<file path="src/mips_pkg.sv">
// shared types for the MIPS I subset core; both memories are fixed at 256 words, no parameters.
`default_nettype none

package mips_pkg;

    // ~~~~~~~~~~~~~~~~~~~~~~~~~~~~~~~~~~~~~~~~
    // sizes and constants
    // ~~~~~~~~~~~~~~~~~~~~~~~~~~~~~~~~~~~~~~~~
    localparam int IMEM_WORDS = 256;
    localparam int DMEM_WORDS = 256;

    typedef logic [31:0] word_t;
    typedef logic [4:0]  reg_addr_t;
    typedef logic [7:0]  imem_addr_t;
    typedef logic [7:0]  dmem_addr_t;

    localparam word_t RESET_PC = 32'h0000_0000;
    localparam word_t NOP      = 32'h0000_0000; // sll $0, $0, 0.

    // ~~~~~~~~~~~~~~~~~~~~~~~~~~~~~~~~~~~~~~~~
    // encodings
    // ~~~~~~~~~~~~~~~~~~~~~~~~~~~~~~~~~~~~~~~~
    typedef enum logic [5:0] {
        OP_SPECIAL = 6'h00,
        OP_J       = 6'h02,
        OP_BEQ     = 6'h04,
        OP_ADDIU   = 6'h09,
        OP_LW      = 6'h23,
        OP_SW      = 6'h2b
    } opcode_e;

    typedef enum logic [5:0] {
        F_SLL  = 6'h00,
        F_ADDU = 6'h21,
        F_SUBU = 6'h23,
        F_AND  = 6'h24,
        F_OR   = 6'h25,
        F_SLT  = 6'h2a
    } funct_e;

    typedef enum logic [2:0] {
        ALU_ADD, ALU_SUB, ALU_AND, ALU_OR, ALU_SLT, ALU_SLL
    } alu_op_e;

    typedef enum logic [1:0] {
        FWD_REG, // register file value.
        FWD_MEM, // memory stage result.
        FWD_WB   // writeback data.
    } fwd_sel_e;

    // ~~~~~~~~~~~~~~~~~~~~~~~~~~~~~~~~~~~~~~~~
    // stage-to-stage records
    // ~~~~~~~~~~~~~~~~~~~~~~~~~~~~~~~~~~~~~~~~
    typedef struct packed {
        word_t instr;
        word_t pc4;
    } if_id_t;

    typedef struct packed {
        logic      valid;
        logic      reg_wr;
        logic      mem_rd;
        logic      mem_wr;
        logic      branch;
        logic      jump;
        logic      use_imm;
        alu_op_e   alu_op;
        reg_addr_t rs;
        reg_addr_t rt;
        reg_addr_t dst;
        word_t     rs_data;
        word_t     rt_data;
        word_t     imm;
        logic [4:0] shamt;
        word_t     jump_tgt;
        word_t     next_pc;
    } id_ex_t;

    typedef struct packed {
        logic      valid;
        logic      reg_wr;
        logic      mem_rd;
        logic      mem_wr;
        reg_addr_t dst;
        word_t     result;
        word_t     store_data;
    } ex_mem_t;

    typedef struct packed {
        logic      valid;
        reg_addr_t dst;
        word_t     data;
    } retire_t;

    typedef struct packed {
        logic  taken;
        word_t target;
    } redirect_t;

endpackage

`default_nettype wire

</file>
<file path="src/mips_hazard_unit.sv">
// hazard unit; combinational, also takes the execute-stage sources for the forwarding compare.
`timescale 1ns/10ps
`default_nettype none

module mips_hazard_unit (
    input  mips_pkg::reg_addr_t  dec_rs_i,
    input  mips_pkg::reg_addr_t  dec_rt_i,
    input  mips_pkg::reg_addr_t  ex_rs_i,
    input  mips_pkg::reg_addr_t  ex_rt_i,
    input  mips_pkg::reg_addr_t  ex_dst_i,
    input  mips_pkg::reg_addr_t  mem_dst_i,
    input  mips_pkg::reg_addr_t  wb_dst_i,
    input  wire                  ex_mem_rd_i,
    input  wire                  mem_reg_wr_i,
    input  wire                  wb_valid_i,
    input  wire                  taken_i,
    output logic                 stall_o,
    output logic                 bubble_o,
    output logic                 flush_o,
    output mips_pkg::fwd_sel_e   fwd_a_o,
    output mips_pkg::fwd_sel_e   fwd_b_o
);
    import mips_pkg::*;

    logic load_use;

    // memory stage is younger, so it wins over writeback.
    function automatic fwd_sel_e pick(reg_addr_t src);
        if (src == 5'd0)
            return FWD_REG;
        else if (mem_reg_wr_i && (mem_dst_i == src))
            return FWD_MEM;
        else if (wb_valid_i && (wb_dst_i == src))
            return FWD_WB;
        else
            return FWD_REG;
    endfunction

    always_comb begin
        fwd_a_o = pick(ex_rs_i);
        fwd_b_o = pick(ex_rt_i);
    end

    assign load_use = ex_mem_rd_i && (ex_dst_i != 5'd0) &&
                      ((ex_dst_i == dec_rs_i) || (ex_dst_i == dec_rt_i));

    assign stall_o  = load_use;
    assign flush_o  = taken_i;
    assign bubble_o = load_use || taken_i;

endmodule

`default_nettype wire

</file>
<file path="config.mk">
export PLATFORM = sky130hd
export DESIGN_NAME = mips_hazard_unit
export DESIGN_NICKNAME = d
export VERILOG_FILES = /design/src/mips_pkg.sv /design/src/mips_hazard_unit.sv
export SDC_FILE = /design/constraint.sdc
export NUM_CORES = 1
export LEC_CHECK = 0
export ABC_AREA = 1
export ABC_CLOCK_PERIOD_IN_PS = 1300
export BUFFER_PORTS_ARGS = -buffer_cell sky130_fd_sc_hd__clkbuf_2
export CORE_MARGIN = 4
export CORE_UTILIZATION = 40
export DETAILED_ROUTE_END_ITERATION = 7
export PLACE_DENSITY = 0.79
export SETUP_SLACK_MARGIN = 0.3
export SLEW_MARGIN = 20
export SYNTH_ARGS = -nofsm -noshare
export SYNTH_HDL_FRONTEND = slang
export SYNTH_SLANG_ARGS = --single-unit
</file>
<file path="constraint.sdc">
create_clock -name vclk -period 1.3
set_input_delay 0.325 -clock vclk [all_inputs]
set_output_delay 0.325 -clock vclk [all_outputs]
set_load 0.02 [all_outputs]
</file>
After elaboration in Yosys (flattened, before gate mapping). Index checks and enable logic that the tools add are counted.

Bits in registers: 0. Bits in read-only memories: 0. Input port bits: 39. Bits in writable memories: 0. Word-level logic and storage cells: 23. Memories kept: 0. Latch bits: 0.

$add $sub $neg: 0. Bitwise logic cells: 0. Reduce and logical (&&, ||, !) cells: 11. Equality and inequality tests: 6. Multiply operators: 0. Shift operators: 0. Divide/modulo/power cells: 0. $lt $le $gt $ge: 0. Muxes and demuxes: 6.

Operators by type and width (count): $eq 5x5->1 (6); $mux 2 (6); $logic_not 5->1 (2); $logic_and 1x1->1 (6); $reduce_bool 5->1 (1); $logic_or 1x1->1 (2).

Depth between registers and ports, before layout.
Depth in word-level cells: 5. Mapped depth: 8. Depth with buffers taken out: 8.

Worst setup path after synthesis. No wires, ideal clock.

Kind: input -> output. Start point: input port ex_rt_i[3]. End point: output port fwd_b_o[0]. Required time: 975 ps. Path buffers: 0. Arrival time: 1083 ps. Stages on the path: 4. Slack: -108 ps. Cell sequence: inv_1 -> a21oi_1 -> nand4_1 -> nor3_1.

Cells in the longest elaborated chain, start to end: 4. Elaborated cells on any way between the ends: 5.

RTL lines: start, declared (line mips_hazard_unit.sv:9) `input mips_pkg::reg_addr_t ex_rt_i,`; $eq 5x5->1 (line mips_hazard_unit.sv:31) `else if (mem_reg_wr_i && (mem_dst_i == src))`; $logic_and 1x1->1 (line mips_hazard_unit.sv:31); $mux 2 (line mips_hazard_unit.sv:31); $mux 2 * (line mips_hazard_unit.sv:29) `if (src == 5'd0)`; end, declared (line mips_hazard_unit.sv:21) `output mips_pkg::fwd_sel_e fwd_b_o`.

Every way passes the cells marked *; elsewhere a longest branch is shown, timed or not.

Final worst setup path.
Start point: input port ex_dst_i[0]. End point: output port bubble_o.

Cells in the longest elaborated chain, start to end: 4. Elaborated cells on any way between the ends: 7.

RTL lines: start, declared (line mips_hazard_unit.sv:10) `input mips_pkg::reg_addr_t ex_dst_i,`; $eq 5x5->1 or $reduce_bool 5->1 (tied branches) (line mips_hazard_unit.sv:45, mips_hazard_unit.sv:44); $logic_or 1x1->1 or $logic_and 1x1->1 (tied branches) (line mips_hazard_unit.sv:45, mips_hazard_unit.sv:44); $logic_and 1x1->1 * (line mips_hazard_unit.sv:44) `assign load_use = ex_mem_rd_i && (ex_dst_i != 5'd0) &&`; $logic_or 1x1->1 * (line mips_hazard_unit.sv:49) `assign bubble_o = load_use || taken_i;`; end, declared (line mips_hazard_unit.sv:18) `output logic bubble_o,`.

Marked as above.

==> results.json <==
{
  "outcome": "finished with violations",
  "violations": "negative setup slack",
  "setup_viol": 6,
  "area_growth_pct": 110,
  "timing.fmax_mhz": 659,
  "synth_xor_area_frac": 0.0931,
  "syn_inst": 128,
  "synth_cell_types": 13,
  "synth_compound_area_frac": 0.129,
  "grt_util_met1": 0.299,
  "finalHoldViolCount": 0,
  "ys_warn_count": 0,
  "initial_core_util": 0.428,
  "critPathArrivalTime_ps": 1190,
  "critPathKind": "in -> out",
  "finalNonFillerCells": 194,
  "use_met3": 0.0158,
  "top_usage_layer": "met2",
  "ys_top_cells_by_area": "nand2_1 28%, inv_1 23%, nor2_1 12%",
  "synth_top_family_by_area": "simple AND/OR/NAND/NOR gates",
  "place.gp.congestion": 0.896,
  "place_inst": 194,
  "period_share": 1.17,
  "switchingPower_w": 0.000197,
  "seq_cell_count": 0,
  "antenna_found_initial": 0,
  "end_kind": "output pin",
  "drt_drc_violations_left": 0,
  "cts_setup_buffers": 0,
  "num_vias": 1105,
  "synth.largest_area_cell": "nand2_1",
  "swShare": 0.513,
  "syn_area_per_cell_um2": 4.41,
  "grt_max_degree": 5,
  "seq_area_um2": 0,
  "rows": 13,
  "die_area_mm2": 0.00208,
  "leakage_nw": 0.683,
  "dieWidth_um": 45.6,
  "grt_use_total": 0.225,
  "synth_nets": 167,
  "worstSetupStartpointType": "primary input",
  "antenna_cells": 0,
  "vdd_ir_drop_max_mv": 0.202,
  "routed_wl_mm": 3.09,
  "synth_top_area_share": 0.279,
  "grt_pass1_vias": 845,
  "core-area_mm2": 0.00132,
  "critPathMaxFanout": 4,
  "io_pins": 46,
  "grt_first_pass_wirelength_mm": 3.55,
  "numPortBuffers": 46,
  "power_w": 0.000383,
  "drt-initial-drc-count": 67,
  "required_ps": 980,
  "yosysSeqAreaShare": 0,
  "maxCapViolations": 0,
  "combPwrFrac": 1.000,
  "power_frac_clock": 0,
  "ctsHoldBuffers": 0,
  "synth_fa_ha_area_frac": 0,
  "overflow": 0,
  "worst_hold_path_type": "in -> out",
  "globalRouteMet2Util": 0.393,
  "slew-limit-headroom": 0.846,
  "pre_cts_slack_ps": -255,
  "synth_area_um2": 564,
  "wl_per_cell_um": 15.9,
  "n_clock_buffer": 0,
  "chipHeight_um": 45.6,
  "fin_crit_ps": 1520,
  "worst_pin_slew_ps": 230,
  "drive_gt1_frac": 0.497,
  "setup_tns_ps": -1140,
  "rsz0062_at_grt": "yes",
  "yosys.area_share.simple": 0.532,
  "seq_power_share": 0,
  "drt_first_pass_iters": 4,
  "final_nets": 220,
  "drv_slew": 0,
  "synth.area.mux_share": 0,
  "antenna_left": 0,
  "fin_ws_ps": -217,
  "hpwlAfterDp_mm": 1.73,
  "viasPerCell": 5.70,
  "intPower_w": 0.000187,
  "power.density_mw_per_mm2": 323
}
## through the flow
step	hold WS (ps)	instance area, um2	utilization
final	891	1180	0.899
after floorplan	763	627	-
after CTS	883	1050	0.800
after detailed placement	883	913	0.693
after global placement	881	913	0.693
after global routing	907	1180	0.899
## cells in the mapped netlist (all sizes together)
master  instances
a21oi           2
buf             1
inv            35
nand2          42
nand3           7
nand4           4
nor2           18
nor3            3
o211ai          2
o21ai           2
o22ai           6
xnor2           6
## cell families (layout without fill, tap and decap cells)
| family | Yosys count | after routing |
|---|---|---|
| simple gates | 74 | 74 |
| buf+inv | 36 | 87 |
| compound gates | 12 | 12 |
| xor+xnor | 6 | 6 |
## power groups by stage
stage / logic [W] / registers [W] / clock network (W)
5_1_grt: 0.000413 / 0 / 0
3_3_place_gp: 0.000264 / 0 / 0
2_1_floorplan: 0.000143 / 0 / 0
4_1_cts: 0.000308 / 0 / 0
3_5_place_dp: 0.000269 / 0 / 0
6_report: 0.000383 / 0 / 0
## layout by cell type (no fill, tap or decap), types with 4 or more instances in the layout
cell and count:
nand2_1 36, clkbuf_2 24, inv_1 23, nor2_1 10
inv_2 9, buf_8 8, nor2_2 7, nand2_2 6
o22ai_1 6, clkbuf_8 6, buf_4 6, nand3_1 5
buf_6 5, nand4_1 4
## worst max-delay path, cell delays in order
cell and delay (ps):
clkbuf_8 110, inv_2 30, nand2_1 80, nand2_1 80, nor2_1 120, nand3_1 90
nand2_1 90, nand2_2 70, nand2_2 80, buf_8 110
## per-layer routing
metal | routed length (um) | up-vias
li1 | - | 493
met1 | 1070 | 490
met2 | 1470 | 95
met3 | 316 | 27
met4 | 231 | 0
met5 | 0 | -
## area by class of cell
cell class                      count  area (um2)
Timing Repair Buffer               52         459
Tap cell                           15        18.8
Fill cell                          62         133
Multi-Input combinational cell     92         558
Inverter                           35         149
## repair_timing
item,CTS,global route
pin swaps,16,32
setup endpoints to repair,6,6
gates resized for setup,27,51
## worst paths after layout
kind	from	end	slack [ps]	depth (start not counted)
max	ex_dst_i[0]	bubble_o	-220	10
min	taken_i	flush_o	890	2
(Power assumes the default switching activity.)
