**config.mk**
```make
export PLATFORM = sky130hd
export DESIGN_NAME = mips_execute
export DESIGN_NICKNAME = d
export VERILOG_FILES = /design/src/mips_pkg.sv /design/src/mips_execute.sv
export SDC_FILE = /design/constraint.sdc
export NUM_CORES = 1
export LEC_CHECK = 0
export ABC_CLOCK_PERIOD_IN_PS = 2940
export BUFFER_PORTS_ARGS = -buffer_cell sky130_fd_sc_hd__buf_4
export CORE_MARGIN = 5
export CORE_UTILIZATION = 40
export CTS_CLUSTER_SIZE = 28
export DETAILED_ROUTE_END_ITERATION = 12
export HOLD_SLACK_MARGIN = 0.02
export PLACE_DENSITY = 0.67
export SLEW_MARGIN = 20
export SYNTH_ARGS = -nofsm -noshare
export SYNTH_HDL_FRONTEND = slang
export SYNTH_SLANG_ARGS = --single-unit
```
**constraint.sdc**
```tcl
create_clock -name clk -period 2.94 [get_ports clk]
set_clock_uncertainty 0.2 [all_clocks]
set_input_delay 0.294 -clock clk [delete_from_list [all_inputs] [get_ports clk]]
set_output_delay 0.294 -clock clk [all_outputs]
set_load 0.02 [all_outputs]
```
**src/mips_pkg.sv**
```systemverilog
// shared types for the MIPS I subset core; both memories are fixed at 256 words, no parameters.
`default_nettype none

package mips_pkg;

    // ~~~~~~~~~~~~~~~~~~~~~~~~~~~~~~~~~~~~~~~~
    // sizes and constants
    // ~~~~~~~~~~~~~~~~~~~~~~~~~~~~~~~~~~~~~~~~
    localparam int IMEM_WORDS = 256;
    localparam int DMEM_WORDS = 256;

    typedef logic [31:0] word_t;
    typedef logic [4:0]  reg_addr_t;
    typedef logic [7:0]  imem_addr_t;
    typedef logic [7:0]  dmem_addr_t;

    localparam word_t RESET_PC = 32'h0000_0000;
    localparam word_t NOP      = 32'h0000_0000; // sll $0, $0, 0.

    // ~~~~~~~~~~~~~~~~~~~~~~~~~~~~~~~~~~~~~~~~
    // encodings
    // ~~~~~~~~~~~~~~~~~~~~~~~~~~~~~~~~~~~~~~~~
    typedef enum logic [5:0] {
        OP_SPECIAL = 6'h00,
        OP_J       = 6'h02,
        OP_BEQ     = 6'h04,
        OP_ADDIU   = 6'h09,
        OP_LW      = 6'h23,
        OP_SW      = 6'h2b
    } opcode_e;

    typedef enum logic [5:0] {
        F_SLL  = 6'h00,
        F_ADDU = 6'h21,
        F_SUBU = 6'h23,
        F_AND  = 6'h24,
        F_OR   = 6'h25,
        F_SLT  = 6'h2a
    } funct_e;

    typedef enum logic [2:0] {
        ALU_ADD, ALU_SUB, ALU_AND, ALU_OR, ALU_SLT, ALU_SLL
    } alu_op_e;

    typedef enum logic [1:0] {
        FWD_REG, // register file value.
        FWD_MEM, // memory stage result.
        FWD_WB   // writeback data.
    } fwd_sel_e;

    // ~~~~~~~~~~~~~~~~~~~~~~~~~~~~~~~~~~~~~~~~
    // stage-to-stage records
    // ~~~~~~~~~~~~~~~~~~~~~~~~~~~~~~~~~~~~~~~~
    typedef struct packed {
        word_t instr;
        word_t pc4;
    } if_id_t;

    typedef struct packed {
        logic      valid;
        logic      reg_wr;
        logic      mem_rd;
        logic      mem_wr;
        logic      branch;
        logic      jump;
        logic      use_imm;
        alu_op_e   alu_op;
        reg_addr_t rs;
        reg_addr_t rt;
        reg_addr_t dst;
        word_t     rs_data;
        word_t     rt_data;
        word_t     imm;
        logic [4:0] shamt;
        word_t     jump_tgt;
        word_t     next_pc;
    } id_ex_t;

    typedef struct packed {
        logic      valid;
        logic      reg_wr;
        logic      mem_rd;
        logic      mem_wr;
        reg_addr_t dst;
        word_t     result;
        word_t     store_data;
    } ex_mem_t;

    typedef struct packed {
        logic      valid;
        reg_addr_t dst;
        word_t     data;
    } retire_t;

    typedef struct packed {
        logic  taken;
        word_t target;
    } redirect_t;

endpackage

`default_nettype wire

```
**src/mips_execute.sv**
```systemverilog
// execute stage; branches and jumps resolve here, so the redirect is combinational from id_ex.
`timescale 1ns/10ps
`default_nettype none

module mips_execute (
    input  wire                  clk,
    input  wire                  arst_n_i,
    input  mips_pkg::id_ex_t     id_ex_i,
    input  mips_pkg::fwd_sel_e   fwd_a_i,
    input  mips_pkg::fwd_sel_e   fwd_b_i,
    input  mips_pkg::word_t      mem_fwd_i,
    input  mips_pkg::retire_t    wb_fwd_i,
    output mips_pkg::ex_mem_t    ex_mem_o,
    output mips_pkg::redirect_t  redirect_o
);
    import mips_pkg::*;

    word_t   op_a, op_b, alu_b, alu_res, br_tgt;
    ex_mem_t ex_mem_q;

    function automatic word_t fwd_mux(fwd_sel_e sel, word_t reg_val);
        case (sel)
            FWD_MEM: return mem_fwd_i;
            FWD_WB:  return wb_fwd_i.data;
            default: return reg_val;
        endcase
    endfunction

    always_comb begin
        op_a  = fwd_mux(fwd_a_i, id_ex_i.rs_data);
        op_b  = fwd_mux(fwd_b_i, id_ex_i.rt_data);
        alu_b = id_ex_i.use_imm ? id_ex_i.imm : op_b;
        case (id_ex_i.alu_op)
            ALU_SUB: alu_res = op_a - alu_b;
            ALU_AND: alu_res = op_a & alu_b;
            ALU_OR:  alu_res = op_a | alu_b;
            ALU_SLT: alu_res = {31'd0, $signed(op_a) < $signed(alu_b)};
            ALU_SLL: alu_res = op_a << id_ex_i.shamt; // op_a holds rt here.
            default: alu_res = op_a + alu_b;
        endcase
    end

    // ~~~~~~~~~~~~~~~~~~~~~~~~~~~~~~~~~~~~~~~~
    // branch and jump resolution
    // ~~~~~~~~~~~~~~~~~~~~~~~~~~~~~~~~~~~~~~~~
    assign br_tgt = id_ex_i.next_pc + {id_ex_i.imm[29:0], 2'b00};

    assign redirect_o.taken  = id_ex_i.valid &&
                               (id_ex_i.jump || (id_ex_i.branch && (op_a == op_b)));
    assign redirect_o.target = id_ex_i.jump ? id_ex_i.jump_tgt : br_tgt;

    always_ff @(posedge clk or negedge arst_n_i) begin
        if (!arst_n_i) begin
            ex_mem_q <= '0;
        end else begin
            ex_mem_q.valid      <= id_ex_i.valid;
            ex_mem_q.reg_wr     <= id_ex_i.valid && id_ex_i.reg_wr;
            ex_mem_q.mem_rd     <= id_ex_i.valid && id_ex_i.mem_rd;
            ex_mem_q.mem_wr     <= id_ex_i.valid && id_ex_i.mem_wr;
            ex_mem_q.dst        <= id_ex_i.dst;
            ex_mem_q.result     <= alu_res;
            ex_mem_q.store_data <= op_b;
        end
    end

    assign ex_mem_o = ex_mem_q;

endmodule

`default_nettype wire

```
Word-level counts from Yosys, hierarchy flattened --
Cells that the tools add are included.
Word-level totals: register bits 73, input port bits 266, output and inout port bits 106, word-level logic and storage cells 35
Operators by class: add/sub/neg operators 3, magnitude comparators 1, equality and inequality tests 10, shift-type cells 1, muxes and demuxes 5, bitwise logic cells 2, reduce and logical (&&, ||, !) cells 6
Operators by type and width (count):
- 32-bit one-hot mux with 5 select lines | 1
- 32-bit one-hot mux with 2 select lines | 2
- 32-bit adder | 2
- 32-bit 2-to-1 mux | 2
- 32-bit bitwise AND | 1
- 32-bit == test | 1
- 32-bit < comparator | 1
- 32-bit OR | 1
- 32-bit by 5-bit << shifter with 32-bit output | 1
- 32-bit subtractor | 1
- 3-bit by 2-bit == test with 1-bit output (second input constant) | 2
- 3-bit == test (second input constant) | 2
- 1-bit logical AND | 5
- 2-bit by 1-bit == test with 1-bit output (second input constant) | 2
- 2-bit == test (second input constant) | 2
- 3-bit by 1-bit == test with 1-bit output (second input constant) | 1
- 1-bit logical OR | 1

Logic depth before layout (Yosys ltp) --
depth after elaboration 6, depth in mapped cells 21, depth with buffers taken out 19

Worst setup path after synthesis --
No wires, ideal clock.
path kind input-to-reg, from input fwd_b_i[0], to register ex_mem_q (netlist bit ex_mem_o[60]), library setup time 0.143 ns, data arrival time 4.188 ns, slack -1.590 ns, cell stages on the path 21, cells stage by stage inv_1 -> ha_1 -> clkbuf_1 -> buf_1 -> buf_1 -> nor2_1 -> a21oi_1 -> o21ai_0 -> ha_1 -> inv_1 -> fa_1 -> nor2b_1 -> o31a_1 -> o21bai_2 -> a21oi_1 -> a2111oi_4 -> o21ai_1 -> a31oi_1 -> o21ai_1 -> xnor2_1 -> o221ai_1
On the way: word-level cells in the longest chain between the ends 5
RTL lines:
- start: declaration | RTL line mips_execute.sv:10 | input mips_pkg::fwd_sel_e fwd_b_i,
- 2-bit == test / 2-bit by 1-bit == test with 1-bit output (equally long branches) | RTL line mips_execute.sv:22 | case (sel)
- 32-bit one-hot mux with 2 select lines (*) | RTL line mips_execute.sv:22
- 32-bit 2-to-1 mux (*) | RTL line mips_execute.sv:32 | alu_b = id_ex_i.use_imm ? id_ex_i.imm : op_b;
- 32-bit adder, or another cell as far along | RTL line mips_execute.sv:39 | default: alu_res = op_a + alu_b;
- 32-bit one-hot mux with 5 select lines (*) | RTL line mips_execute.sv:33 | case (id_ex_i.alu_op)
- net alu_res[28] | RTL line mips_execute.sv:18 | word_t op_a, op_b, alu_b, alu_res, br_tgt;
- end: declaration | RTL line mips_execute.sv:19 | ex_mem_t ex_mem_q;
The timed path passes the listed nets; every way through them passes the cells marked *.

Worst setup path in the final report --
from input fwd_b_i[1], to register ex_mem_q (netlist bit ex_mem_o[55])
The elaborated chain is that of the path after synthesis.

==> flow_results.org <==
** Detailed routing
- After detailed routing, the number of remaining DRC violations is 0.
- Using the TritonRoute via totals, the vias-per-cell ratio works out to around 5.8.
- The detail route stage leaves a number of antenna-violating nets equal to 0.
- After detailed routing, the total wire length is 68.9 mm.
- The routed layout has 17509 vias.
- In this run, the number of DRC markers left after iteration 0 of detailed routing was 1582.
- The pre-antenna-repair detailed-routing pass consisted of 6 iterations.
- After detailed routing, the average wire length per cell comes to ~23 um.

** Clocking
- Counting every sink on the clock net gives 73.
- Clock tree from TritonCTS :: yes
- The cell sitting at the root of the clock tree is a clkbuf_16.
- Clock-pin slew of the registers on the worst-case setup and hold paths :: 0.06 ns
- Max Root-Sink Buffers :: 2
- H-tree Lvls :: 3
- CTS buffer count :: 9

** Final layout
- Area of combinational cells with multiple inputs :: 11900 um^2
- Sequential standard cell area :: 1830 um^2
- Area of all placed cells without fillers :: 23100 um^2
- Proportion of layout cells with a drive suffix above 1 :: 0.531
- Relative to the synthesized area, the layout overhead comes to 82.8%.
- After filler insertion, the fill cell instance count of the layout stands at 2367.
- Final non-filler cell total :: 3029
- The register with the most flip-flops in the layout has 73 of them.
- Final Net Count :: 3015

** Run status
- Violations in the final reports :: setup timing
- The flow ran to the end, but the final reports show violations.

** Timing
- Setup violations remaining at the end of the flow were counted as 42.
- The total count of hold-check failures in the final report came to 0.
- Across all setup checks in the final design, the least slack found is -0.705 ns.
- Pin slew with the least headroom to its limit :: about 0.96 ns
- RSZ-0062 raised after global routing :: true
- Final Critical Period :: 3.65 ns
- Rel. slew slack :: 0.362
- Maximum achievable frequency :: 274 MHz
- The number of slew-limit violations in the final report is 0.
- Dividing the final minimum period by the clock period gives 1.24.

** Power
- Summed over all cells, the static leakage comes to around 11 nW.
- Total power draw :: roughly 9.6 mW
- Maximum vdd ir drop :: 0.283 mV
- Power spread over the standard cell area amounts to 417 nW/um^2.

** Synth
- Synthesis instantiated 92 different standard cells from the library.
- Counting every net in the synthesized netlist gives 2116.
- Synth top area share :: 0.144
- Yosys attributes the largest share of cell area to dfrtp_1, ha_1, a21oi_1, o21ai_0, nor2_1.
- Mean area per synthesized cell :: approximately 7.4 um^2
- Mapped Cells :: 1718
- Post-synth top flop :: dfrtp_1
- The mapped netlist covers 12600 um^2.
- Number of synthesized flops with an enable pin :: 0
- Yosys reg bits :: 73
- Proportion of register bits with asynchronous set or reset after synthesis :: 1.00
- Dominant cell type by area after synthesis :: dfrtp_1
- Number of warnings issued by yosys :: 0
- The share of the Yosys chip area taken by registers is 0.144.

** GRT
- Pin count of the biggest net entering global routing :: 74
- Global-route wire length before repair :: just over 100 mm
- Via count of the first global-routing pass :: 17375
- Overall routing resource usage :: 0.365
- The initial antenna violation count is 5.
- Final global-route overflow total :: 0

** Placed design
- Cell Count Post-Placement :: 2901
- The wire-length estimate of the detail-placed layout is roughly 54 mm.
- Placed standard-cell area :: 19800 um^2
- Input and output buffers added on the ports amount to 355.
- Worst slack at placement :: -1.35 ns
- At the end of routability-driven placement, the weighted congestion stood at 1.01.

** Floorplanning
- Die Ht :: between 150 and 200 um
- The core region is 31400 um^2.
- During I/O placement, the number of pins put on the boundary was 372.
- Horizontal extent of the die :: roughly 190 um
- Initial core utilization :: 0.403
- The die covers 35300 um^2.
- Core Rows :: 65

** Worst hold path
- Endpoint, Worst Hold :: ex_mem_o[21]
- The path class of the tightest hold or removal check is input pin to flop.
- HP Start :: id_ex_i[122]
- Cell depth of the worst hold path :: 4

** Job
- Max-cap violations in this run came to 0.

** Critical path
- Data on the critical path is required at its endpoint by 2.98 ns.
- Arrival time worst endpoint :: roughly 3.7 ns
- Of all nets on the critical path, the largest fanout is 6.
- Critical path startpoint category :: input pin
- CP endpoint kind :: flop
- Kind of critical path :: input pin to flop
## repair_timing
action	CTS	global route
gates cloned	1	0
buffers inserted	64	49
hold endpoints to repair	82	0
endpoints found under the setup margin	47	50
hold buffers	10	0
pin swaps	122	143
gates resized for setup	278	195
## layout make-up
type / count / area share
Timing Repair inverter: 1 / 0.000379
Antenna cell: 5 / 0.000541
Clock inverter: 6 / 0.00292
Timing Repair Buffer: 993 / 0.345
Tap cell: 402 / 0.0218
Sequential cell: 73 / 0.0790
Clock buffer: 10 / 0.0103
Multi-Input combinational cell: 1387 / 0.514
Inverter: 152 / 0.0262
## through the flow
step                      utilization  TNS (ns)  hold WS, ns
after floorplan                     -    -13.28       -0.202
after global placement          0.631    -35.83        0.204
after detailed placement        0.631    -38.36        0.205
after CTS                       0.698    -13.74       0.0787
after global routing            0.736    -20.34       0.0932
final                           0.736    -16.19       0.0815
## how the worst max path moves through the flow
stage / depth (start not counted) / slack (ns) / endpoint / start
final: 20 / -0.71 / ex_mem_o[55] / fwd_b_i[1]
after global routing: 20 / -0.78 / ex_mem_o[55] / fwd_b_i[1]
after CTS: 18 / -0.65 / ex_mem_o[55] / fwd_a_i[1]
after detailed placement: 19 / -1.35 / ex_mem_o[59] / fwd_b_i[0]
after global placement: 19 / -1.24 / ex_mem_o[63] / fwd_b_i[0]
after floorplan: 21 / -0.79 / ex_mem_o[60] / fwd_b_i[0]
## cells in the final DEF, fill, tap and decap left out, types with 10 or more instances in the layout
cell / instances
o22ai_1: 19
nand4_1: 20
xnor2_1: 46
o21ai_0: 80
buf_12: 12
o21ai_1: 44
mux2_2: 12
nand2b_1: 16
mux2i_1: 40
nor2_2: 11
nand2_1: 140
ha_1: 84
nand3_1: 13
dlygate4sd3_1: 10
a22oi_2: 10
xor2_1: 14
a21oi_4: 11
o21bai_1: 16
mux4_2: 19
nor3_1: 19
xnor2_2: 11
inv_1: 117
o21ai_2: 36
buf_4: 890
ha_4: 39
inv_2: 25
o211ai_1: 11
dfrtp_1: 73
o21ai_4: 13
buf_6: 72
a21o_1: 29
a21oi_2: 43
a221o_1: 18
a21oi_1: 109
a22oi_1: 41
nor2_1: 152
o21a_1: 16
a22o_1: 16
## kinds of logic (layout without fill, tap and decap cells)
group / Yosys count / after routing / synth area share
fa+ha+maj: 132 / 132 / 0.132
compound gates: 632 / 632 / 0.329
buf+inv: 258 / 1162 / 0.0836
other cells: 0 / 5 / 0
mux: 88 / 88 / 0.0958
simple gates: 462 / 462 / 0.164
flops: 73 / 73 / 0.144
xor+xnor: 73 / 73 / 0.0506
## layer usage
layer,share of wire,routed length (um),up-vias,GRT usage
met5,0.00017,12,-,0
met4,0.041,2830,2,0.118
met3,0.089,6100,169,0.0737
met2,0.46,32000,999,0.610
met1,0.41,27900,8321,0.476
li1,-,-,8018,-
## report_power, final
group | total, mW | switching [mW] | internal (mW)
logic | 7.22 | 3.68 | 3.54
registers | 1.22 | 0.0513 | 1.17
clock network | 1.19 | 0.512 | 0.682
## synth_stat cells (all sizes together) (15+ instances only)
| library cell | n |
|---|---|
| xnor2 | 58 |
| inv | 150 |
| dfrtp | 73 |
| mux2 | 19 |
| a221o | 18 |
| o21a | 17 |
| nor3 | 26 |
| clkbuf | 70 |
| mux4 | 19 |
| mux2i | 50 |
| o21ai | 173 |
| a22oi | 51 |
| xor2 | 15 |
| a22o | 17 |
| nand2 | 147 |
| o22ai | 22 |
| ha | 129 |
| nor2 | 171 |
| buf | 36 |
| a21o | 29 |
| o21bai | 20 |
| a21oi | 163 |
| nand2b | 18 |
| nand4 | 20 |
## critical path: stages
cell       delay [ns]
buf_8            0.09
inv_4            0.03
ha_4             0.20
buf_6            0.14
a22oi_2          0.18
nor2_2           0.08
a21oi_4          0.16
o21ai_4          0.09
buf_4            0.15
ha_4             0.28
inv_4            0.04
a2111oi_4        0.35
and4b_1          0.30
a211oi_4         0.10
o211ai_4         0.26
a21boi_2         0.12
a21oi_4          0.20
o32ai_2          0.09
a31o_2           0.23
o32a_1           0.28
Note: power is estimated with default switching activity, not from simulation.
