--- config.mk ---
export PLATFORM = sky130hd
export DESIGN_NAME = mips_decode
export DESIGN_NICKNAME = d
export VERILOG_FILES = /design/src/mips_pkg.sv /design/src/mips_decode.sv
export SDC_FILE = /design/constraint.sdc
export NUM_CORES = 1
export LEC_CHECK = 0
export CAP_MARGIN = 20
export CORE_AREA = 2 2 129 131
export DETAILED_ROUTE_END_ITERATION = 8
export DIE_AREA = 0 0 131 133
export DONT_BUFFER_PORTS = 1
export GPL_TIMING_DRIVEN = 0
export PLACE_DENSITY = 0.55
export SLEW_MARGIN = 20
export SYNTH_ARGS = -nofsm -noshare
export SYNTH_HDL_FRONTEND = slang
export SYNTH_SLANG_ARGS = --single-unit
--- constraint.sdc ---
create_clock -name clk -period 3.2 [get_ports clk]
set_clock_uncertainty 0.05 [all_clocks]
set_input_delay 0.64 -clock clk [delete_from_list [all_inputs] [get_ports clk]]
set_output_delay 0.64 -clock clk [all_outputs]
set_load 0.02 [all_outputs]
--- src/mips_pkg.sv ---
// shared types for the MIPS I subset core; both memories are fixed at 256 words, no parameters.
`default_nettype none

package mips_pkg;

    // ~~~~~~~~~~~~~~~~~~~~~~~~~~~~~~~~~~~~~~~~
    // sizes and constants
    // ~~~~~~~~~~~~~~~~~~~~~~~~~~~~~~~~~~~~~~~~
    localparam int IMEM_WORDS = 256;
    localparam int DMEM_WORDS = 256;

    typedef logic [31:0] word_t;
    typedef logic [4:0]  reg_addr_t;
    typedef logic [7:0]  imem_addr_t;
    typedef logic [7:0]  dmem_addr_t;

    localparam word_t RESET_PC = 32'h0000_0000;
    localparam word_t NOP      = 32'h0000_0000; // sll $0, $0, 0.

    // ~~~~~~~~~~~~~~~~~~~~~~~~~~~~~~~~~~~~~~~~
    // encodings
    // ~~~~~~~~~~~~~~~~~~~~~~~~~~~~~~~~~~~~~~~~
    typedef enum logic [5:0] {
        OP_SPECIAL = 6'h00,
        OP_J       = 6'h02,
        OP_BEQ     = 6'h04,
        OP_ADDIU   = 6'h09,
        OP_LW      = 6'h23,
        OP_SW      = 6'h2b
    } opcode_e;

    typedef enum logic [5:0] {
        F_SLL  = 6'h00,
        F_ADDU = 6'h21,
        F_SUBU = 6'h23,
        F_AND  = 6'h24,
        F_OR   = 6'h25,
        F_SLT  = 6'h2a
    } funct_e;

    typedef enum logic [2:0] {
        ALU_ADD, ALU_SUB, ALU_AND, ALU_OR, ALU_SLT, ALU_SLL
    } alu_op_e;

    typedef enum logic [1:0] {
        FWD_REG, // register file value.
        FWD_MEM, // memory stage result.
        FWD_WB   // writeback data.
    } fwd_sel_e;

    // ~~~~~~~~~~~~~~~~~~~~~~~~~~~~~~~~~~~~~~~~
    // stage-to-stage records
    // ~~~~~~~~~~~~~~~~~~~~~~~~~~~~~~~~~~~~~~~~
    typedef struct packed {
        word_t instr;
        word_t pc4;
    } if_id_t;

    typedef struct packed {
        logic      valid;
        logic      reg_wr;
        logic      mem_rd;
        logic      mem_wr;
        logic      branch;
        logic      jump;
        logic      use_imm;
        alu_op_e   alu_op;
        reg_addr_t rs;
        reg_addr_t rt;
        reg_addr_t dst;
        word_t     rs_data;
        word_t     rt_data;
        word_t     imm;
        logic [4:0] shamt;
        word_t     jump_tgt;
        word_t     next_pc;
    } id_ex_t;

    typedef struct packed {
        logic      valid;
        logic      reg_wr;
        logic      mem_rd;
        logic      mem_wr;
        reg_addr_t dst;
        word_t     result;
        word_t     store_data;
    } ex_mem_t;

    typedef struct packed {
        logic      valid;
        reg_addr_t dst;
        word_t     data;
    } retire_t;

    typedef struct packed {
        logic  taken;
        word_t target;
    } redirect_t;

endpackage

`default_nettype wire

--- src/mips_decode.sv ---
// decode stage; unknown opcodes and funct codes decode to a harmless no-write entry.
`timescale 1ns/10ps
`default_nettype none

module mips_decode (
    input  wire                  clk,
    input  wire                  arst_n_i,
    input  wire                  stall_i,
    input  wire                  bubble_i,
    input  wire                  flush_i,
    input  mips_pkg::if_id_t     if_id_i,
    input  mips_pkg::word_t      rs_data_i,
    input  mips_pkg::word_t      rt_data_i,
    output mips_pkg::reg_addr_t  rs_addr_o,
    output mips_pkg::reg_addr_t  rt_addr_o,
    output mips_pkg::id_ex_t     id_ex_o
);
    import mips_pkg::*;

    opcode_e   opcode;
    funct_e    funct;
    reg_addr_t rs, rt, rd;
    logic      is_sll;
    id_ex_t    dec;
    id_ex_t    id_ex_q;

    assign opcode = opcode_e'(if_id_i.instr[31:26]);
    assign funct  = funct_e'(if_id_i.instr[5:0]);
    assign rs     = if_id_i.instr[25:21];
    assign rt     = if_id_i.instr[20:16];
    assign rd     = if_id_i.instr[15:11];
    assign is_sll = (opcode == OP_SPECIAL) && (funct == F_SLL);

    // sll shifts rt, so rt becomes the first operand.
    assign rs_addr_o = is_sll ? rt : rs;
    assign rt_addr_o = rt;

    always_comb begin
        dec          = '0;
        dec.valid    = 1'b1;
        dec.rs       = rs_addr_o;
        dec.rt       = rt;
        dec.rs_data  = rs_data_i;
        dec.rt_data  = rt_data_i;
        dec.imm      = {{16{if_id_i.instr[15]}}, if_id_i.instr[15:0]};
        dec.shamt    = if_id_i.instr[10:6];
        dec.jump_tgt = {if_id_i.pc4[31:28], if_id_i.instr[25:0], 2'b00};
        dec.next_pc  = if_id_i.pc4;
        dec.alu_op   = ALU_ADD;
        case (opcode)
            OP_SPECIAL: begin
                dec.reg_wr = 1'b1;
                dec.dst    = rd;
                case (funct)
                    F_ADDU:  dec.alu_op = ALU_ADD;
                    F_SUBU:  dec.alu_op = ALU_SUB;
                    F_AND:   dec.alu_op = ALU_AND;
                    F_OR:    dec.alu_op = ALU_OR;
                    F_SLT:   dec.alu_op = ALU_SLT;
                    F_SLL:   dec.alu_op = ALU_SLL;
                    default: dec.reg_wr = 1'b0;
                endcase
            end
            OP_ADDIU: begin
                dec.reg_wr  = 1'b1;
                dec.use_imm = 1'b1;
                dec.dst     = rt;
            end
            OP_LW: begin
                dec.reg_wr  = 1'b1;
                dec.mem_rd  = 1'b1;
                dec.use_imm = 1'b1;
                dec.dst     = rt;
            end
            OP_SW: begin
                dec.mem_wr  = 1'b1;
                dec.use_imm = 1'b1;
            end
            OP_BEQ:  dec.branch = 1'b1;
            OP_J:    dec.jump   = 1'b1;
            default: dec.valid  = 1'b0;
        endcase
        if (dec.dst == 5'd0)
            dec.reg_wr = 1'b0; // writes to $0 vanish here.
    end

    always_ff @(posedge clk or negedge arst_n_i) begin
        if (!arst_n_i)
            id_ex_q <= '0;
        else if (bubble_i || flush_i || stall_i)
            id_ex_q <= '0; // bubble.
        else
            id_ex_q <= dec;
    end

    assign id_ex_o = id_ex_q;

endmodule

`default_nettype wire

### Yosys cells after proc, flatten, opt, wreduce, memory -nomap -nowiden

Index checks and enable logic that the tools add are counted.

* equality and inequality tests: 10
* mux-type cells: 14
* reductions and logical operators: 10

Operators by type and width (count)
* 2-to-1 mux 190 bit: 1
* == test 6 bit (second input constant): 7
* one-hot mux 3 bit (5 select lines): 1
* zero test 6 bit: 2
* OR reduction 6 bit: 2
* one-hot mux 5 bit (2 select lines): 1
* 2-to-1 mux 1 bit: 8
* == test 6 x 2 -> 1 bit (second input constant): 1
* == test 6 x 3 -> 1 bit (second input constant): 1
* == test 6 x 4 -> 1 bit (second input constant): 1
* zero test 5 bit: 1
* 2-to-1 mux 5 bit: 1
* 2-to-1 mux 3 bit: 1
* OR reduction 3 bit: 1
* logical OR 1 bit: 2
* one-hot mux 1 bit (2 select lines): 1
* OR reduction 2 bit: 1
* logical AND 1 bit: 1

* bits in registers: 190
* bits of input ports: 133
* logic and storage cells: 51

### Logic depth before layout (Yosys ltp)

Gate-level depths: netlist of run 1.

* depth in word-level cells: 6
* gate-level depth with buffers: 5

### Worst setup path before layout of run 1

No wires, ideal clock.

* path kind: in2out
* from: input port if_id_i[62] (netlist bit)
* to: output port rs_addr_o[0]
* arrival time: 2044 ps
* path slack: 466 ps
* stages on the path: 4
* buffers on the path: 1
* cell sequence: or3_1 > or4_4 > buf_6 > mux2_4

* word-level cells in the longest chain between the ends: 3

RTL lines
* start: declaration: RTL line mips_decode.sv:11 `input mips_pkg::if_id_t if_id_i,`
* zero test 6 bit: RTL line mips_decode.sv:32 `assign is_sll = (opcode == OP_SPECIAL) && (funct == F_SLL);`
* logical AND 1 bit: RTL line mips_decode.sv:32
* 2-to-1 mux 5 bit: RTL line mips_decode.sv:35 `assign rs_addr_o = is_sll ? rt : rs;`
* end: declaration: RTL line mips_decode.sv:14 `output mips_pkg::reg_addr_t rs_addr_o,`

No other way between the ends.

### Final worst setup path of run 1

* from: input port if_id_i[62] (netlist bit)
* to: output port rs_addr_o[3]

The elaborated chain is that of the path after synthesis.

==> results of run 1 <==
## critical path, delay by kind of cell
family	cells	cell delay, ns
buf+inv	1	0.16
simple gates	2	0.97
mux	1	0.35
## final timing paths
kind | from | end | cells past startpoint
worst min-delay path | arst_n_i | id_ex_o[175] | 0
max in group asynchronous | arst_n_i | id_ex_o[119] | 0
worst max-delay path | if_id_i[62] | rs_addr_o[3] | 4
min in group clk | if_id_i[59] | id_ex_o[185] | 1
## per-stage QoR
step / hold slack, ns / cell area, um^2 / power, mW
after floorplan: 0.294 / 5240 / 2.06
after global placement: 0.297 / 5520 / 2.08
after detailed placement: 0.297 / 5530 / 2.09
after CTS: -0.155 / 6090 / 3.95
after global routing: -0.161 / 6090 / 4.06
final: -0.124 / 6090 / 3.88
## layer usage
metal | global-route usage (%) | routed length [um] | vias up
met4 | 5.14 | 184 | 0
li1 | - | - | 1242
met3 | 7.52 | 1500 | 11
met1 | 14.5 | 4180 | 1427
met2 | 23.3 | 6400 | 216
met5 | 0 | 0 | -
## cell families after synthesis
group / Yosys count / share of synthesized area [%]
flip-flops: 142 / 67.8
multiplexers: 5 / 1.43
other: 1 / 0.0716
AO/OA/AOI/OAI: 16 / 2.22
XOR/XNOR: 1 / 0.167
AND/OR/NAND/NOR: 163 / 19.4
buffers and inverters: 69 / 8.89
## cell usage in the layout, fill, tap and decap left out, types with 2 or more instances in the layout
cell and count:
mux2_4 5, clkbuf_16 17, or3b_2 2, a22oi_1 5, nor2_1 10, clkinvlp_4 3, and2_1 128, nand2_1 2
or3_1 6, dfrtp_1 142, clkinv_2 2, buf_4 54, conb_1 2, inv_6 2, a21oi_1 3, a211oi_1 2
inv_8 3, clkinv_4 4, nor3b_1 3, clkbuf_1 14
## report_power, final
group	internal, mW	switching [mW]	total (mW)
Clock	1.02	0.814	1.83
Combinational	0.0612	0.0743	0.135
Sequential	1.84	0.0775	1.91
## final cells by class
| class | count | area, um^2 |
|---|---|---|
| Sequential cell | 142 | 3550 |
| Multi-Input combinational cell | 187 | 1230 |
| Clock buffer | 17 | 425 |
| Buffer | 68 | 462 |
| Clock inverter | 15 | 135 |
| Timing Repair Buffer | 1 | 7.51 |
| Inverter | 1 | 3.75 |
| Fill cell | 1530 | 10100 |
| Tap cell | 220 | 275 |
## cells in the mapped netlist, drive strengths merged, types with 2 or more instances
cell	instances
or3b	2
or3	8
nor3b	3
mux2	5
and2	128
a211oi	2
dfrtp	142
nand2	2
buf	54
clkbuf	14
nor2	10
a22oi	5
or4	2
nor3	2
a21oi	3
==> out/results.txt, run 1 <==
Result of the run: finished, violations left
Failing checks: hold timing
Crit start category: input pin
Placed Cells: 619
H-Tree Depth: 4
Pwr dens: 637 mW/mm^2
Synthesized cell area: 0.00524 mm^2
Worst slew pin tran: 0.657 ns
Synth area leaders: dfrtp_1 (68%), and2_1 (15%), buf_4 (7.6%)
Worst hold path class: in -> async
Synth Area per Inst: 13.2 um^2
CTS clock-pin slew for the worst setup and hold paths: 0.06 ns
Max Clock Freq: 0.355 GHz
Overall die width: 131 um
Clk sinks: 142
Buffers from clock root to sink, at most: 2
Vias in the first global route: 3,014
Area leader, netlist: dfrtp_1
CTS root buf: clkbuf_16
CTS tree: yes
MaxCap Viol Count: 0
Vias: 2,896
Final core occ: 37.7%
Final worst path period need: 2.82 ns
Setup ws final: 0.381 ns
Final hold violation count: 142
Initial Util: 32.4%
Yosys warns: 0
Remaining global-route overflow: 0
Number of I/O port buffers: 0
Critical path fanouts, max: 5
Layout cell share with drive strength beyond 1: 23.4%
Post-synth EDFFs: 0
Slew headroom: 56.2%
Critical path class: in -> out
Max reg flops: 142
Final setup viols: 0
Die H: 133 um
Num rows: 47
Final Hold Slack: -0.124 ns
Setup_tns: 0 ns
I/O pins: 333
CP Capture Type: output port
Gate count of the mapped netlist: 397
FFs w/ async S/R, synth: 100%
Leak Pwr: 3.03 nW
Final Wtd Congestion: 0.709
# diodes: 0
Post-synthesis sequential area ratio: 67.8%
Final net count: 551
FF+latch count, synth: 142
Setup repair after global routing missed its margin: no
Via/cell ratio: 4.45
CTS Buf Count: 17
Initial antenna violation count: 0
Worst Path Required: 2.51 ns
Post-CTS resize count: 0
Core region area: 0.0162 mm^2
WP data arrival: 2.13 ns
Synth unique cells: 34
Worst vdd ir: 326 uV
Post-CTS setup repair buffer count: 0
DP HPWL: 9270 um
Ys flop type: dfrtp_1
Crit share post-route: 88.1%
Slowest cell on the critical path: or4_4
First-pass GRT wire length: 17,600 um
Wire per inst: 18.8 um
Largest net degree at the start of global routing: 143
Setup WS pre-CTS: 0.364 ns
TritonRoute pass-1 iters: 4
# DRC: 0
Slowest stage delay, CP: 0.55 ns
Area delta synth->final: 16.3%
Share of the synthesized area in the top cell type: 67.8%
Layout Cells excl Fill: 651
Final max-slew violation count: 0
Routed Antenna Nets: 0
Iteration-0 DRC count of the detailed router: 137
Final wirelength: 12,300 um
Die Area: 0.0174 mm^2
Critical Path, Cell by Cell: or3_1 -> or4_4 -> buf_6 -> mux2_4
Tot GR Track Use: 13.9%
Power figures use the tool's default switching activity.
==> run 2: changes to the inputs <==
ABC_AREA = 1   (was default)
CORE_AREA = 2 2 128 130   (was 2 2 129 131)
DIE_AREA = 0 0 130 132   (was 0 0 131 133)
PLACE_DENSITY = 0.56   (was 0.55)
REMOVE_ABC_BUFFERS = 1   (was default)
==> run 2 against run 1 <==
  * The flow still finishes with violations (hold timing)
  * Design area fell by 3.8%
  * Synthesized cell count is 37% higher
  * Clock power grew 9%
  * Via count up 5.9%
  * Setup slack gained 0.13 ns
  * Die area is 1.5% lower
  * First-iteration DRC count shrank 20%
  * Cell count grew 12%
  * Sequential cell count is the same
  * Total power grew 4.2%
==> out/results.txt, run 2 <==
Final max-slew violation count: 0
Worst vdd ir: 322 uV
Final hold violation count: 142
Pwr Total: 4.04 mW
Area leader, netlist: dfrtp_1
Die H: 132 um
Synth Area in XOR/XNOR: 0%
Core region area: 0.0157 mm^2
FFs w/ async S/R, synth: 100%
Vias: 3,067
Compound-Gate Fraction of Synth Area: 1.76%
Area delta synth->final: 8.33%
Synthesized cell area: 0.00541 mm^2
CP Capture Type: output port
Final Hold Slack: -0.128 ns
Slowest cell on the critical path: or2_0
# DRC: 0
Number of I/O port buffers: 0
CTS tree: yes
Num rows: 46
Buffers from clock root to sink, at most: 2
# diodes: 0
Slowest stage delay, CP: 0.56 ns
Cell family with most CP delay: simple AND/OR/NAND/NOR gates
Final Wtd Congestion: 0.759
Layout cell share with drive strength beyond 1: 11.0%
Gate count of the mapped netlist: 545
Largest family of logic cells by synthesized area: buffers and inverters
First-pass GRT wire length: 17,000 um
Initial antenna violation count: 0
Ys flop type: dfrtp_1
TritonRoute pass-1 iters: 4
Vias in the first global route: 3,171
Setup repair after global routing missed its margin: no
Share of the synthesized area in the top cell type: 65.7%
Most frequent cells in the layout: nor2_1 (147), dfrtp_1 (141), inv_1 (134)
MaxCap Viol Count: 0
Clk sinks: 142
Post-synthesis mux area share: 0%
Slew headroom: 33.7%
Overall die width: 130 um
CTS clock-pin slew for the worst setup and hold paths: 0.06 ns
Pwr dens: 690 mW/mm^2
Synth area leaders: dfrtp_1 (66%), nor2_1 (10%), inv_1 (9.4%)
H-Tree Depth: 4
Result of the run: finished, violations left
Critical path class: in -> out
Via/cell ratio: 4.22
Worst Path Buf+Inv: 1
Wire per inst: 15.4 um
Die Area: 0.0172 mm^2
Crit share post-route: 84.1%
WP data arrival: 2.00 ns
Synth Area in Simple Gates: 14.5%
Yosys warns: 0
Post-CTS setup repair buffer count: 0
Worst Path Required: 2.51 ns
Post-CTS resize count: 0
Adder-Cell Fraction of Synth Area: 0%
Final worst path period need: 2.69 ns
Crit start category: input pin
Most common cell after layout, fill and taps aside: nor2_1
Largest net degree at the start of global routing: 143
Remaining global-route overflow: 0
Post-synthesis sequential area ratio: 65.7%
Count leader, synth: nor2_1
Post-synth EDFFs: 0
Final wirelength: 11,200 um
CTS Buf Count: 17
DP HPWL: 8050 um
Final net count: 630
Worst slew pin tran: 0.999 ns
I/O pins: 333
Final setup viols: 0
Critical path fanouts, max: 10
Failing checks: hold timing
Routed Antenna Nets: 0
Initial Util: 34.4%
Iteration-0 DRC count of the detailed router: 109
Synth unique cells: 24
Max Clock Freq: 0.372 GHz
Worst hold path class: in -> async
Leak Pwr: 3.38 nW
Critical Path, Cell by Cell: nor2_2 -> nand3_4 -> or2_0 -> o21ai_2 -> inv_1
Tot GR Track Use: 13.1%
CTS root buf: clkbuf_16
FF+latch count, synth: 142
Top cells by count, synth: nor2_1 (147), dfrtp_1 (142), inv_1 (135), buf_4 (53), clkbuf_1 (12)
Max reg flops: 142
Synth Area per Inst: 9.93 um^2
run 2: changes by cell type after synthesis, sizes merged, moves of 3 or more:
cell / change
inv: +134
or3: -8
nand4: +4
mux2: -5
a22oi: -5
a21oi: +4
o21ai: +4
nand2: +10
nor3b: -3
and2: -128
nand3: +8
nor2: +145
buf: +3
run 2: report_power, final:
| part | internal, mW | switching (mW) |
|---|---|---|
| clock network | 1.23 | 0.764 |
| registers | 1.84 | 0.0975 |
| logic | 0.0341 | 0.0764 |
| total | 3.11 | 0.938 |
run 2: kinds of logic after synthesis:
kind of cell,count (synthesis)
AOI/OAI and AO/OA,14
buffers and inverters,204
DFF,142
other,1
and+or+nand+nor,184
run 2: area by class of cell:
| cell class | instances | area (um^2) |
|---|---|---|
| Fill cell | 1580 | 9850 |
| Sequential cell | 142 | 3560 |
| Multi-Input combinational cell | 200 | 886 |
| Inverter | 135 | 512 |
| Clock buffer | 17 | 425 |
| Tap cell | 216 | 270 |
| Clock inverter | 15 | 183 |
| Timing Repair Buffer | 1 | 27.5 |
run 2: worst paths after layout:
check / startpoint / to / depth (start not counted)
setup / recovery: if_id_i[58] / rs_addr_o[0] / 5
hold / removal: arst_n_i / id_ex_o[73] / 0
max in group asynchronous: arst_n_i / id_ex_o[7] / 0
min in group clk: if_id_i[51] / id_ex_o[173] / 2
run 2: per-stage QoR:
| stage | setup WS, ns | cell area (um^2) | instances | TNS [ns] | utilization, % |
|---|---|---|---|---|---|
| after floorplan | -0.202 | 4950 | 477 | -0.406 | - |
| after global placement | -1.23 | 5220 | 693 | -100.64 | 33.2 |
| after detailed placement | 0.465 | 5250 | 694 | 0 | 33.4 |
| after CTS | 0.462 | 5860 | 726 | 0 | 37.3 |
| after global routing | 0.351 | 5860 | 726 | 0 | 37.3 |
| final | 0.510 | 5860 | 726 | 0 | 37.3 |
run 2: routing by layer:
layer | global-route usage, % | up-vias | part of all wire (%)
li1 | - | 1391 | -
met4 | 6.45 | 0 | 2.6
met2 | 22.4 | 212 | 51
met3 | 6.25 | 17 | 10
met5 | 0 | - | 0
met1 | 13.3 | 1447 | 36
==> run 3: changes to the inputs <==
PLACE_DENSITY = 0.58   (was 0.56)
clock period = 2.2 ns   (was 3.2 ns; I/O delays follow)
==> run 3 against run 2 <==
  * The run still ends with hold timing left
  * Clock power increased by 31%
  * Global-route usage is 0.060 points higher
  * Sequential cell count unchanged
  * Via count is essentially flat
  * Setup slack got worse by 0.39 ns
  * Utilization fell by 0.35 points
  * Design area shrank 0.94%
  * Routed wire length fell by 0.51%
  * Critical path depth is the same
  * Critical path type unchanged
==> out/results.txt, run 3 (synthesis results as in run 2) <==
Result of the run: finished, violations left
Failing checks: hold timing
Initial Util: 34.4%
Tot GR Track Use: 13.2%
Pwr Total: 5.60 mW
Placed Cells: 694
Final Hold Slack: -0.330 ns
First-pass GRT wire length: 17,000 um
Core region area: 0.0157 mm^2
Final Wtd Congestion: 0.740
Critical path fanouts, max: 10
CTS tree: yes
Number of I/O port buffers: 0
H-Tree Depth: 4
Via/cell ratio: 4.22
Area delta synth->final: 7.31%
Final hold violation count: 142
CTS clock-pin slew for the worst setup and hold paths: 0.06 ns
Iteration-0 DRC count of the detailed router: 121
Buffers from clock root to sink, at most: 2
I/O pins: 333
Worst vdd ir: 481 uV
Initial antenna violation count: 0
Crit share post-route: 94.7%
Slew headroom: 33.1%
Max reg flops: 142
Most frequent cells in the layout: nor2_1 (147), dfrtp_1 (141), inv_1 (134)
WP data arrival: 1.59 ns
CP Capture Type: output port
Overall die width: 130 um
Wire per inst: 15.3 um
Die H: 132 um
Vias: 3,065
Placed cell areas: 0.00525 mm^2
CTS root buf: clkbuf_16
Worst Path Required: 1.71 ns
Layout Cells excl Fill: 726
Layout cell share with drive strength beyond 1: 11.0%
Final setup viols: 0
Max Clock Freq: 0.480 GHz
Vias in the first global route: 3,248
Setup repair after global routing missed its margin: no
# diodes: 0
CTS Buf Count: 17
Remaining global-route overflow: 0
Clk sinks: 142
Final net count: 630
Final core occ: 36.9%
MaxCap Viol Count: 0
Die Area: 0.0172 mm^2
Num rows: 46
TritonRoute pass-1 iters: 4
Worst slew pin tran: 1.01 ns
Most common cell after layout, fill and taps aside: nor2_1
Leak Pwr: 3.37 nW
Final worst path period need: 2.08 ns
Crit start category: input pin
Final wirelength: 11,100 um
Final max-slew violation count: 0
Worst hold path class: in -> async
Post-CTS setup repair buffer count: 0
Pwr dens: 964 mW/mm^2
Largest net degree at the start of global routing: 143
Routed Antenna Nets: 0
Finished Cell Area: 0.00581 mm^2
# DRC: 0
DP HPWL: 8210 um
Critical path class: in -> out
==> run 3: changes by cell type in the layout (fill, tap and decap cells not counted), sizes merged <==
| cell | change |
|---|---|
| inv | -1 |
| bufinv | -3 |
| clkbuf | +4 |
| clkinv | +2 |
| clkinvlp | -2 |
==> run 3: routing by layer <==
layer / share of wire (%) / GRT usage (%) / vias up
li1: - / - / 1395
met1: 34 / 12.6 / 1450
met2: 53 / 23.2 / 204
met3: 11 / 6.62 / 16
met4: 2.2 / 6.33 / 0
met5: 0 / 0 / -
==> run 3: final timing paths <==
kind | start | endpoint | slack, ns | cells after the start
setup / recovery | if_id_i[58] | rs_addr_o[4] | 0.12 | 5
min in group clk | if_id_i[0] | id_ex_o[0] | 0.08 | 2
max in group asynchronous | arst_n_i | id_ex_o[155] | 2.26 | 0
hold / removal | arst_n_i | id_ex_o[71] | -0.33 | 0
==> run 3: worst max-delay path, cell delays in order <==
cell and delay (ns):
nor2_2 0.16, nand3_4 0.15, or2_2 0.48, o21ai_2 0.22, inv_1 0.14
==> run 3: report_power, final <==
group | total [mW] | switching, mW | internal [mW]
Combinational | 0.162 | 0.113 | 0.0497
Sequential | 2.81 | 0.140 | 2.67
Clock | 2.62 | 1.08 | 1.54
Total | 5.60 | 1.34 | 4.26
==> run 3: cell type report <==
cell class	count	area, um^2
sequential	142	3560
multi-input combinational	200	886
tap	216	270
inverter	135	512
clock buffer	21	470
clock inverter	11	82.6
fill	1580	9910
timing repair buffer	1	27.5
==> run 3: timing repair <==
item	CTS	global route
hold endpoints to repair	142	142
resized for setup	1	1
endpoints found under the setup margin	5	4
==> run 3: through the flow <==
step / worst slack [ns] / TNS, ns
detailed placement: -0.133 / -0.585
CTS: 0.0442 / 0
global placement: -2.00 / -228.96
finish: 0.116 / 0
global route: 0.0431 / 0
floorplan: -1.00 / -105.06
